## src/verilog/pq_pkg.sv

```systemverilog
package pq_pkg;

  //////////////////////////////////////////////////////////////////////
  // Queue geometry
  //////////////////////////////////////////////////////////////////////

  localparam int PQ_DEPTH  = 16;
  localparam int PQ_ADDR_W = 4;
  // One extra bit so a full queue of 16 fits
  localparam int PQ_CNT_W  = 5;

  // Entry word is key in the upper half, tag below it
  localparam int PQ_DATA_W = 32;
  localparam int PQ_KEY_W  = 16;
  localparam int PQ_TAG_W  = PQ_DATA_W - PQ_KEY_W;

  // Free slot marker
  localparam logic [PQ_DATA_W-1:0] PQ_EMPTY_WORD = '1;

  // Sequencer state codes
  localparam int PQ_ST_W = 4;
  localparam logic [PQ_ST_W-1:0] ST_IDLE        = 4'h0;
  localparam logic [PQ_ST_W-1:0] ST_FILL_ENQ    = 4'h1;
  localparam logic [PQ_ST_W-1:0] ST_COMPARE_ENQ = 4'h2;
  localparam logic [PQ_ST_W-1:0] ST_SWAP_ENQ    = 4'h3;
  localparam logic [PQ_ST_W-1:0] ST_IDX_INC     = 4'h4;
  localparam logic [PQ_ST_W-1:0] ST_ENQ_DONE    = 4'h5;
  localparam logic [PQ_ST_W-1:0] ST_DEQ_LOCATE  = 4'h6;
  localparam logic [PQ_ST_W-1:0] ST_DEQ_READ    = 4'h7;
  localparam logic [PQ_ST_W-1:0] ST_DEQ_LOAD    = 4'h8;
  localparam logic [PQ_ST_W-1:0] ST_DEQ_SHIFT   = 4'h9;
  localparam logic [PQ_ST_W-1:0] ST_FILL_DEQ    = 4'ha;
  localparam logic [PQ_ST_W-1:0] ST_CNT_DEC     = 4'hb;
  localparam logic [PQ_ST_W-1:0] ST_DEQ_DONE    = 4'hc;
  localparam logic [PQ_ST_W-1:0] ST_DROP        = 4'hd;

  //////////////////////////////////////////////////////////////////////
  // Entry word and temp register source select
  //////////////////////////////////////////////////////////////////////

  // Raw view for memory and empty checks, field view for the comparator
  typedef union packed {
    logic [PQ_DATA_W-1:0] raw;
    struct packed {
      logic [PQ_KEY_W-1:0] key;
      logic [PQ_TAG_W-1:0] tag;
    } f;
  } pq_entry_u;

  typedef enum logic [1:0] {
    SEL_HOLD  = 2'd0,
    SEL_INPUT = 2'd1,
    SEL_MEM   = 2'd2
  } pq_sel_e;

endpackage
```

## src/verilog/pq_top.sv

```systemverilog
`timescale 1ns/100ps

module pq_top
  import pq_pkg::*;
(
  input  logic      clk,
  input  logic      rst,
  input  logic      enq,
  input  logic      deq,
  input  pq_entry_u data_in,
  output logic      busy,
  output logic      done,
  output logic      dropped,
  output pq_entry_u data_out,
  output logic      full,
  output logic      empty
);

  // Controller to memory
  logic                 re;
  logic                 we;
  logic [PQ_ADDR_W-1:0] rd_addr;
  logic [PQ_ADDR_W-1:0] wr_addr;
  pq_entry_u            wr_data;
  pq_entry_u            rd_data;

  // Controller to datapath
  pq_sel_e   sel;
  logic      less;
  pq_entry_u swap_out;

  //////////////////////////////////////////////////////////////////////
  // Slot memory
  //////////////////////////////////////////////////////////////////////

  pq_bram u_bram (
    .clk     (clk),
    .re      (re),
    .rd_addr (rd_addr),
    .rd_data (rd_data),
    .we      (we),
    .wr_addr (wr_addr),
    .wr_data (wr_data)
  );

  // Temp register and key comparator
  pq_compare_swap u_compare_swap (
    .clk      (clk),
    .rst      (rst),
    .sel      (sel),
    .data_in  (data_in),
    .rd_data  (rd_data),
    .less     (less),
    .swap_out (swap_out)
  );

  // Sequencer
  pq_control_fsm u_control_fsm (
    .clk      (clk),
    .rst      (rst),
    .enq      (enq),
    .deq      (deq),
    .less     (less),
    .rd_data  (rd_data),
    .swap_out (swap_out),
    .sel      (sel),
    .re       (re),
    .rd_addr  (rd_addr),
    .we       (we),
    .wr_addr  (wr_addr),
    .wr_data  (wr_data),
    .busy     (busy),
    .done     (done),
    .dropped  (dropped),
    .data_out (data_out),
    .full     (full),
    .empty    (empty)
  );

endmodule

```

## src/verilog/pq_control_fsm.sv

```systemverilog
`timescale 1ns/100ps

module pq_control_fsm
  import pq_pkg::*;
(
  input  logic                 clk,
  input  logic                 rst,
  input  logic                 enq,
  input  logic                 deq,
  input  logic                 less,
  input  pq_entry_u            rd_data,
  input  pq_entry_u            swap_out,
  output pq_sel_e              sel,
  output logic                 re,
  output logic [PQ_ADDR_W-1:0] rd_addr,
  output logic                 we,
  output logic [PQ_ADDR_W-1:0] wr_addr,
  output pq_entry_u            wr_data,
  output logic                 busy,
  output logic                 done,
  output logic                 dropped,
  output pq_entry_u            data_out,
  output logic                 full,
  output logic                 empty
);

  logic [PQ_ST_W-1:0]  state;
  logic [PQ_ST_W-1:0]  next;
  // Slot index runs to count, so it needs the count width
  logic [PQ_CNT_W-1:0] idx;
  logic [PQ_CNT_W-1:0] idx_prev;
  logic [PQ_CNT_W-1:0] count;
  // Set after the first swap of an insertion
  logic                shifting;
  logic                fill_empty;
  logic                at_end;

  // Status from occupancy
  assign full     = (count == PQ_CNT_W'(PQ_DEPTH));
  assign empty    = (count == '0);
  assign busy     = (state != ST_IDLE);
  assign at_end   = (idx == count);
  assign idx_prev = idx - 1'b1;

  // Freed tail slot gets the empty marker
  assign wr_data = fill_empty ? pq_entry_u'(PQ_EMPTY_WORD) : swap_out;

  //////////////////////////////////////////////////////////////////////
  // Next state and datapath strobes
  //////////////////////////////////////////////////////////////////////

  always_comb
  begin
    next       = state;
    sel        = SEL_HOLD;
    re         = 1'b0;
    rd_addr    = idx[PQ_ADDR_W-1:0];
    we         = 1'b0;
    wr_addr    = idx[PQ_ADDR_W-1:0];
    fill_empty = 1'b0;
    case (state)
      ST_IDLE:
      begin
        // enq wins over deq
        if (enq)
        begin
          if (full)
            next = ST_DROP;
          else
          begin
            sel  = SEL_INPUT;
            next = ST_FILL_ENQ;
          end
        end
        else if (deq)
        begin
          if (empty)
            next = ST_DROP;
          else
          begin
            // Head read issued right away
            re      = 1'b1;
            rd_addr = '0;
            next    = ST_DEQ_LOCATE;
          end
        end
      end
      // Read stored slot, or park the held entry in the first free slot
      ST_FILL_ENQ:
      begin
        if (at_end)
        begin
          we   = 1'b1;
          next = ST_ENQ_DONE;
        end
        else
        begin
          re   = 1'b1;
          next = ST_COMPARE_ENQ;
        end
      end
      // Once displaced, every later slot moves down one
      // so equal keys keep arrival order
      ST_COMPARE_ENQ:
        next = (less || shifting) ? ST_SWAP_ENQ : ST_IDX_INC;
      ST_SWAP_ENQ:
      begin
        we   = 1'b1;
        sel  = SEL_MEM;
        next = ST_IDX_INC;
      end
      ST_IDX_INC:
        next = ST_FILL_ENQ;
      ST_ENQ_DONE:
        next = ST_IDLE;
      ST_DEQ_LOCATE:
        next = ST_DEQ_READ;
      ST_DEQ_READ:
      begin
        if (at_end)
          next = ST_FILL_DEQ;
        else
        begin
          re   = 1'b1;
          next = ST_DEQ_LOAD;
        end
      end
      ST_DEQ_LOAD:
      begin
        sel  = SEL_MEM;
        next = ST_DEQ_SHIFT;
      end
      // Move up one slot
      ST_DEQ_SHIFT:
      begin
        we      = 1'b1;
        wr_addr = idx_prev[PQ_ADDR_W-1:0];
        next    = ST_DEQ_READ;
      end
      ST_FILL_DEQ:
      begin
        we         = 1'b1;
        wr_addr    = idx_prev[PQ_ADDR_W-1:0];
        fill_empty = 1'b1;
        next       = ST_CNT_DEC;
      end
      ST_CNT_DEC:
        next = ST_DEQ_DONE;
      ST_DEQ_DONE, ST_DROP:
        next = ST_IDLE;
      default:
        next = ST_IDLE;
    endcase
  end

  //////////////////////////////////////////////////////////////////////
  // State, index, count and result registers
  //////////////////////////////////////////////////////////////////////

  always_ff @(posedge clk)
  begin
    if (rst)
    begin
      state    <= ST_IDLE;
      idx      <= '0;
      count    <= '0;
      shifting <= 1'b0;
      done     <= 1'b0;
      dropped  <= 1'b0;
      data_out <= pq_entry_u'(PQ_EMPTY_WORD);
    end
    else
    begin
      state   <= next;
      done    <= (state == ST_ENQ_DONE) || (state == ST_DEQ_DONE) || (state == ST_DROP);
      dropped <= (state == ST_DROP);
      case (state)
        ST_IDLE:
        begin
          idx      <= '0;
          shifting <= 1'b0;
        end
        ST_SWAP_ENQ:
          shifting <= 1'b1;
        ST_IDX_INC, ST_DEQ_SHIFT:
          idx <= idx + 1'b1;
        ST_ENQ_DONE:
          count <= count + 1'b1;
        // Head captured, shifting starts from slot 1
        ST_DEQ_LOCATE:
        begin
          data_out <= rd_data;
          idx      <= PQ_CNT_W'(1);
        end
        ST_CNT_DEC:
          count <= count - 1'b1;
      endcase
    end
  end

endmodule

```

## src/verilog/pq_compare_swap.sv

```systemverilog
`timescale 1ns/100ps

module pq_compare_swap
  import pq_pkg::*;
(
  input  logic      clk,
  input  logic      rst,
  input  pq_sel_e   sel,
  input  pq_entry_u data_in,
  input  pq_entry_u rd_data,
  output logic      less,
  output pq_entry_u swap_out
);

  // Entry in flight
  pq_entry_u tmp;
  pq_entry_u tmp_next;

  //////////////////////////////////////////////////////////////////////
  // Source select for the temp register
  //////////////////////////////////////////////////////////////////////

  always_comb
  begin
    case (sel)
      SEL_INPUT:
        tmp_next = data_in;
      // Displaced or shifted entry comes back from memory
      SEL_MEM:
        tmp_next = rd_data;
      default:
        tmp_next = tmp;
    endcase
  end

  always_ff @(posedge clk)
  begin
    if (rst)
    begin
      tmp.raw <= PQ_EMPTY_WORD;
    end
    else
    begin
      tmp <= tmp_next;
    end
  end

  //////////////////////////////////////////////////////////////////////
  // Key compare and swap path
  //////////////////////////////////////////////////////////////////////

  // Strict compare, an equal key never overtakes
  assign less = (tmp.f.key < rd_data.f.key);

  // Held entry goes to memory on a swap or shift
  assign swap_out = tmp;

endmodule

```

## src/verilog/pq_bram.sv

```systemverilog
`timescale 1ns/100ps

module pq_bram
  import pq_pkg::*;
(
  input  logic                 clk,
  input  logic                 re,
  input  logic [PQ_ADDR_W-1:0] rd_addr,
  output pq_entry_u            rd_data,
  input  logic                 we,
  input  logic [PQ_ADDR_W-1:0] wr_addr,
  input  pq_entry_u            wr_data
);

  // One raw word per queue slot, head at address 0
  logic [PQ_DATA_W-1:0] mem [PQ_DEPTH];

  // Single write port
  always_ff @(posedge clk)
  begin
    if (we)
    begin
      mem[wr_addr] <= wr_data.raw;
    end
  end

  // Registered read, output holds while re is low
  always_ff @(posedge clk)
  begin
    if (re)
    begin
      rd_data.raw <= mem[rd_addr];
    end
  end

endmodule

```

## config.mk

```make
export PLATFORM = sky130hd
export DESIGN_NAME = pq_top
export DESIGN_NICKNAME = d
export VERILOG_FILES = /design/src/verilog/pq_pkg.sv /design/src/verilog/pq_top.sv /design/src/verilog/pq_control_fsm.sv /design/src/verilog/pq_compare_swap.sv /design/src/verilog/pq_bram.sv
export SDC_FILE = /design/constraint.sdc
export NUM_CORES = 1
export LEC_CHECK = 0
export BUFFER_PORTS_ARGS = -buffer_cell sky130_fd_sc_hd__buf_4
export CORE_MARGIN = 2
export CORE_UTILIZATION = 51
export CTS_CLUSTER_DIAMETER = 80
export DETAILED_ROUTE_END_ITERATION = 7
export PLACE_DENSITY_LB_ADDON = 0.05
export SLEW_MARGIN = 25
export SYNTH_ARGS = -nofsm -noshare
export SYNTH_HDL_FRONTEND = slang
export SYNTH_SLANG_ARGS = --single-unit
export TNS_END_PERCENT = 50
```

## constraint.sdc

```tcl
create_clock -name clk -period 5.15 [get_ports clk]
set_input_delay 0.515 -clock clk [delete_from_list [all_inputs] [get_ports clk]]
set_output_delay 0.515 -clock clk [all_outputs]
set_load 0.05 [all_outputs]
```

==> metrics.txt <==
FF+latch count, synth between 600 and 700; combinational power share 20.3%; core area about 50000 um^2; drt total wl 64.64 mm; remaining global-route overflow 0; critical path arrival 3.85 ns; # setup viols final 0; Worst Slack Setup Final between 1.5 and 2 ns; CP endpoint kind flip-flop; sequential power share approximately 47%; share of the synthesized area in the top cell type between 60% and 70%; most frequent cells in the layout edfxtp_1, a21oi_1, nor2_1; cell area after placement 27420 um^2; Leakage around 10 nW; Post-Syn Area per Cell approximately 14 um^2; Peak VDD IR around 0.00027 V; clock network power share 32.6%; Synth Instances 1846; sw power between 4 and 5 mW; Post-CTS Resized 0; H-tree Lvls 3; final worst path period share between 60% and 70%; Setup crit start kind flip-flop; initial DRC count ~1600; slew margin rel. approximately a third; Worst Skew around 0.012 ns; wire length per cell between 20 and 25 um; status finished clean; Final Hold Fails 0; die width between 200 and 250 um; Die Ht about 230 um; clock root cell clkbuf_16; max frequency ~280 MHz; RSZ-0062 raised after global routing false; syn_nets roughly 1900; pre-CTS WS between 1.5 and 2 ns; Routed Antenna Nets 0; Tot Pwr 14.14 mW; Clk Latency, worst-skew pair around 0.59 ns; Layout Nets about 2000; # IOs 73; Reg clk slew, reported paths around 0.06 ns; area grow syn2layout 13.03%; Buffers on Ports 72; row count between 80 and 90; ys flop type edfxtp_1; CTS tree done; CTS Hold Buffers Added 0; Vias between 15000 and 20000; Pins Over Slew Limit 0; largest net degree at the start of global routing ~130; placer congestion estimate roughly 0.81; vias per std cell ~6; pwr dens 479.4 nW/um^2; Starting Density 51.80%; CTS Sinks 625; all-layer global routing usage 24.83%; Die Area around 53000 um^2; CP required ~5.4 ns; min cycle time layout 3.565 ns; DRC errors left 0; setup bufs post-CTS 0; area leader, netlist edfxtp_1; final instance area about 30000 um^2; Max-Cap Viols 0; layout cells sized above 1 approximately 18%; asr flop ratio synth 0%; sequential fraction of the synthesis area between 60% and 70%; Netlist cell types 58; R2R setup slack approximately 1.6 ns; switching share of power ~29%; initial antenna violation count 0; Inserted Clock Buffers 67; Crit Path Max Fanout 48; number of fill cells in the layout about 4000; post-synthesis cell area around 26000 um^2; synth warn 0; HPWL Detailed about 36 mm; Worst Tran Pin Value about 1 ns; Internal between 10 and 15 mW; most common cell after layout, fill and taps aside edfxtp_1; Detailed Routing Iterations Pass 1 5; synth top area cells edfxtp_1, dfxtp_1, mux4_2; worst-case clock buffer depth 3; critical path class flip-flop to flip-flop; first-pass GRT wire length between 90 and 100 mm; setup TNS 0 ns; Hold WS roughly 0.27 ns; vias in the first global route around 16000; Post-synth EDFFs approximately 540; worst hold-check path type input pin to flip-flop
==> registers in the layout (all words and copies together), names as in the netlist <==
signal,cells
u_bram.mem,512
u_bram.rd_data,32
u_compare_swap.swap_out,32
u_control_fsm.data_out,32
u_control_fsm.count,5
u_control_fsm.idx,5
u_control_fsm.state,4
u_control_fsm.done,1
u_control_fsm.dropped,1
u_control_fsm.shifting,1
==> final cells by class <==
class,instances,area [um^2],area share [%]
flip-flops and latches,625,17970,60.93
multi-input cells,1061,7644,25.92
clock buffers,94,1851,6.274
repair buffers,111,870.8,2.953
well taps,672,840.8,2.851
clock inverters,24,214.0,0.7254
inverters,27,101.3,0.3436
diodes,1,2.502,0.008485
==> through the flow <==
stage | utilization [%] | instances
after floorplan | - | 1846
after global placement | 54.42 | 2496
after detailed placement | 54.43 | 2496
after CTS | 58.53 | 2614
after global routing | 58.54 | 2614
final | 58.55 | 2615
==> cells in the mapped netlist (3+ instances only) <==
cell type and instances:
edfxtp_1 544, a21oi_1 172, nor2_1 169, o21ai_0 104, nand2_1 86, clkbuf_1 83
dfxtp_1 81, mux2i_1 65, mux4_2 64, nor3_1 41, buf_2 40, nor2b_1 40
nand2b_1 38, or2_2 37, a31oi_1 34, nor4b_1 32, o32a_1 31, inv_1 26
ha_1 21, nand3b_1 21, mux2_2 17, a211o_1 16, buf_1 10, nand3_1 10
xor2_1 8, o21ai_1 7, a22oi_1 4, and3_1 4, a21o_1 3
==> per-layer routing <==
metal	vias up	wire length [um]	track usage (%)
met1	7807	28000	35.16
met2	605	30420	39.26
met5	-	0	0
met3	100	4662	4.501
met4	0	1554	7.964
li1	7119	-	-
==> power groups by stage <==
stage          clock, mW  combinational, mW  sequential, mW
3_5_place_dp           0               2.86            6.77
4_1_cts             4.69               2.87            6.67
3_3_place_gp           0               2.81            6.76
6_report            4.60               2.87            6.67
2_1_floorplan          0               2.04            6.62
5_1_grt             4.89               3.15            6.71
==> final timing paths <==
kind / start / end / cells after the start
worst max-delay path: u_control_fsm.idx[0]$_SDFFE_PP0P_ / u_bram.mem[3][6]$_DFFE_PP_ / 7
worst min-delay path: data_in[10] / u_compare_swap.swap_out[10]$_SDFFE_PP1P_ / 4
worst max register to register: u_control_fsm.idx[0]$_SDFFE_PP0P_ / u_bram.mem[3][6]$_DFFE_PP_ / 7
worst min register to register: u_control_fsm.data_out[29]$_SDFFE_PP1P_ / u_control_fsm.data_out[29]$_SDFFE_PP1P_ / 1
==> kinds of logic (layout without fill, tap and decap cells) <==
group / count (synthesis) / after routing / share of synthesized area, %
DFF: 625 / 625 / 68.82
and+or+nand+nor: 492 / 492 / 9.614
AOI/OAI and AO/OA: 391 / 391 / 8.900
buffers and inverters: 160 / 256 / 2.494
muxes: 146 / 146 / 8.751
adders and majority gates: 22 / 22 / 1.084
xor gates and xnor gates: 10 / 10 / 0.3357
other: 0 / 1 / 0
==> worst max-delay path: stages, from the launching register on <==
cell	delay, ns
dfxtp_4	0.77
xor2_1	0.15
nor2_1	0.26
a21oi_1	0.13
o21ai_0	0.48
nand2_1	0.37
nor2_4	0.74
buf_4	0.33
(Power assumes the default switching activity.)
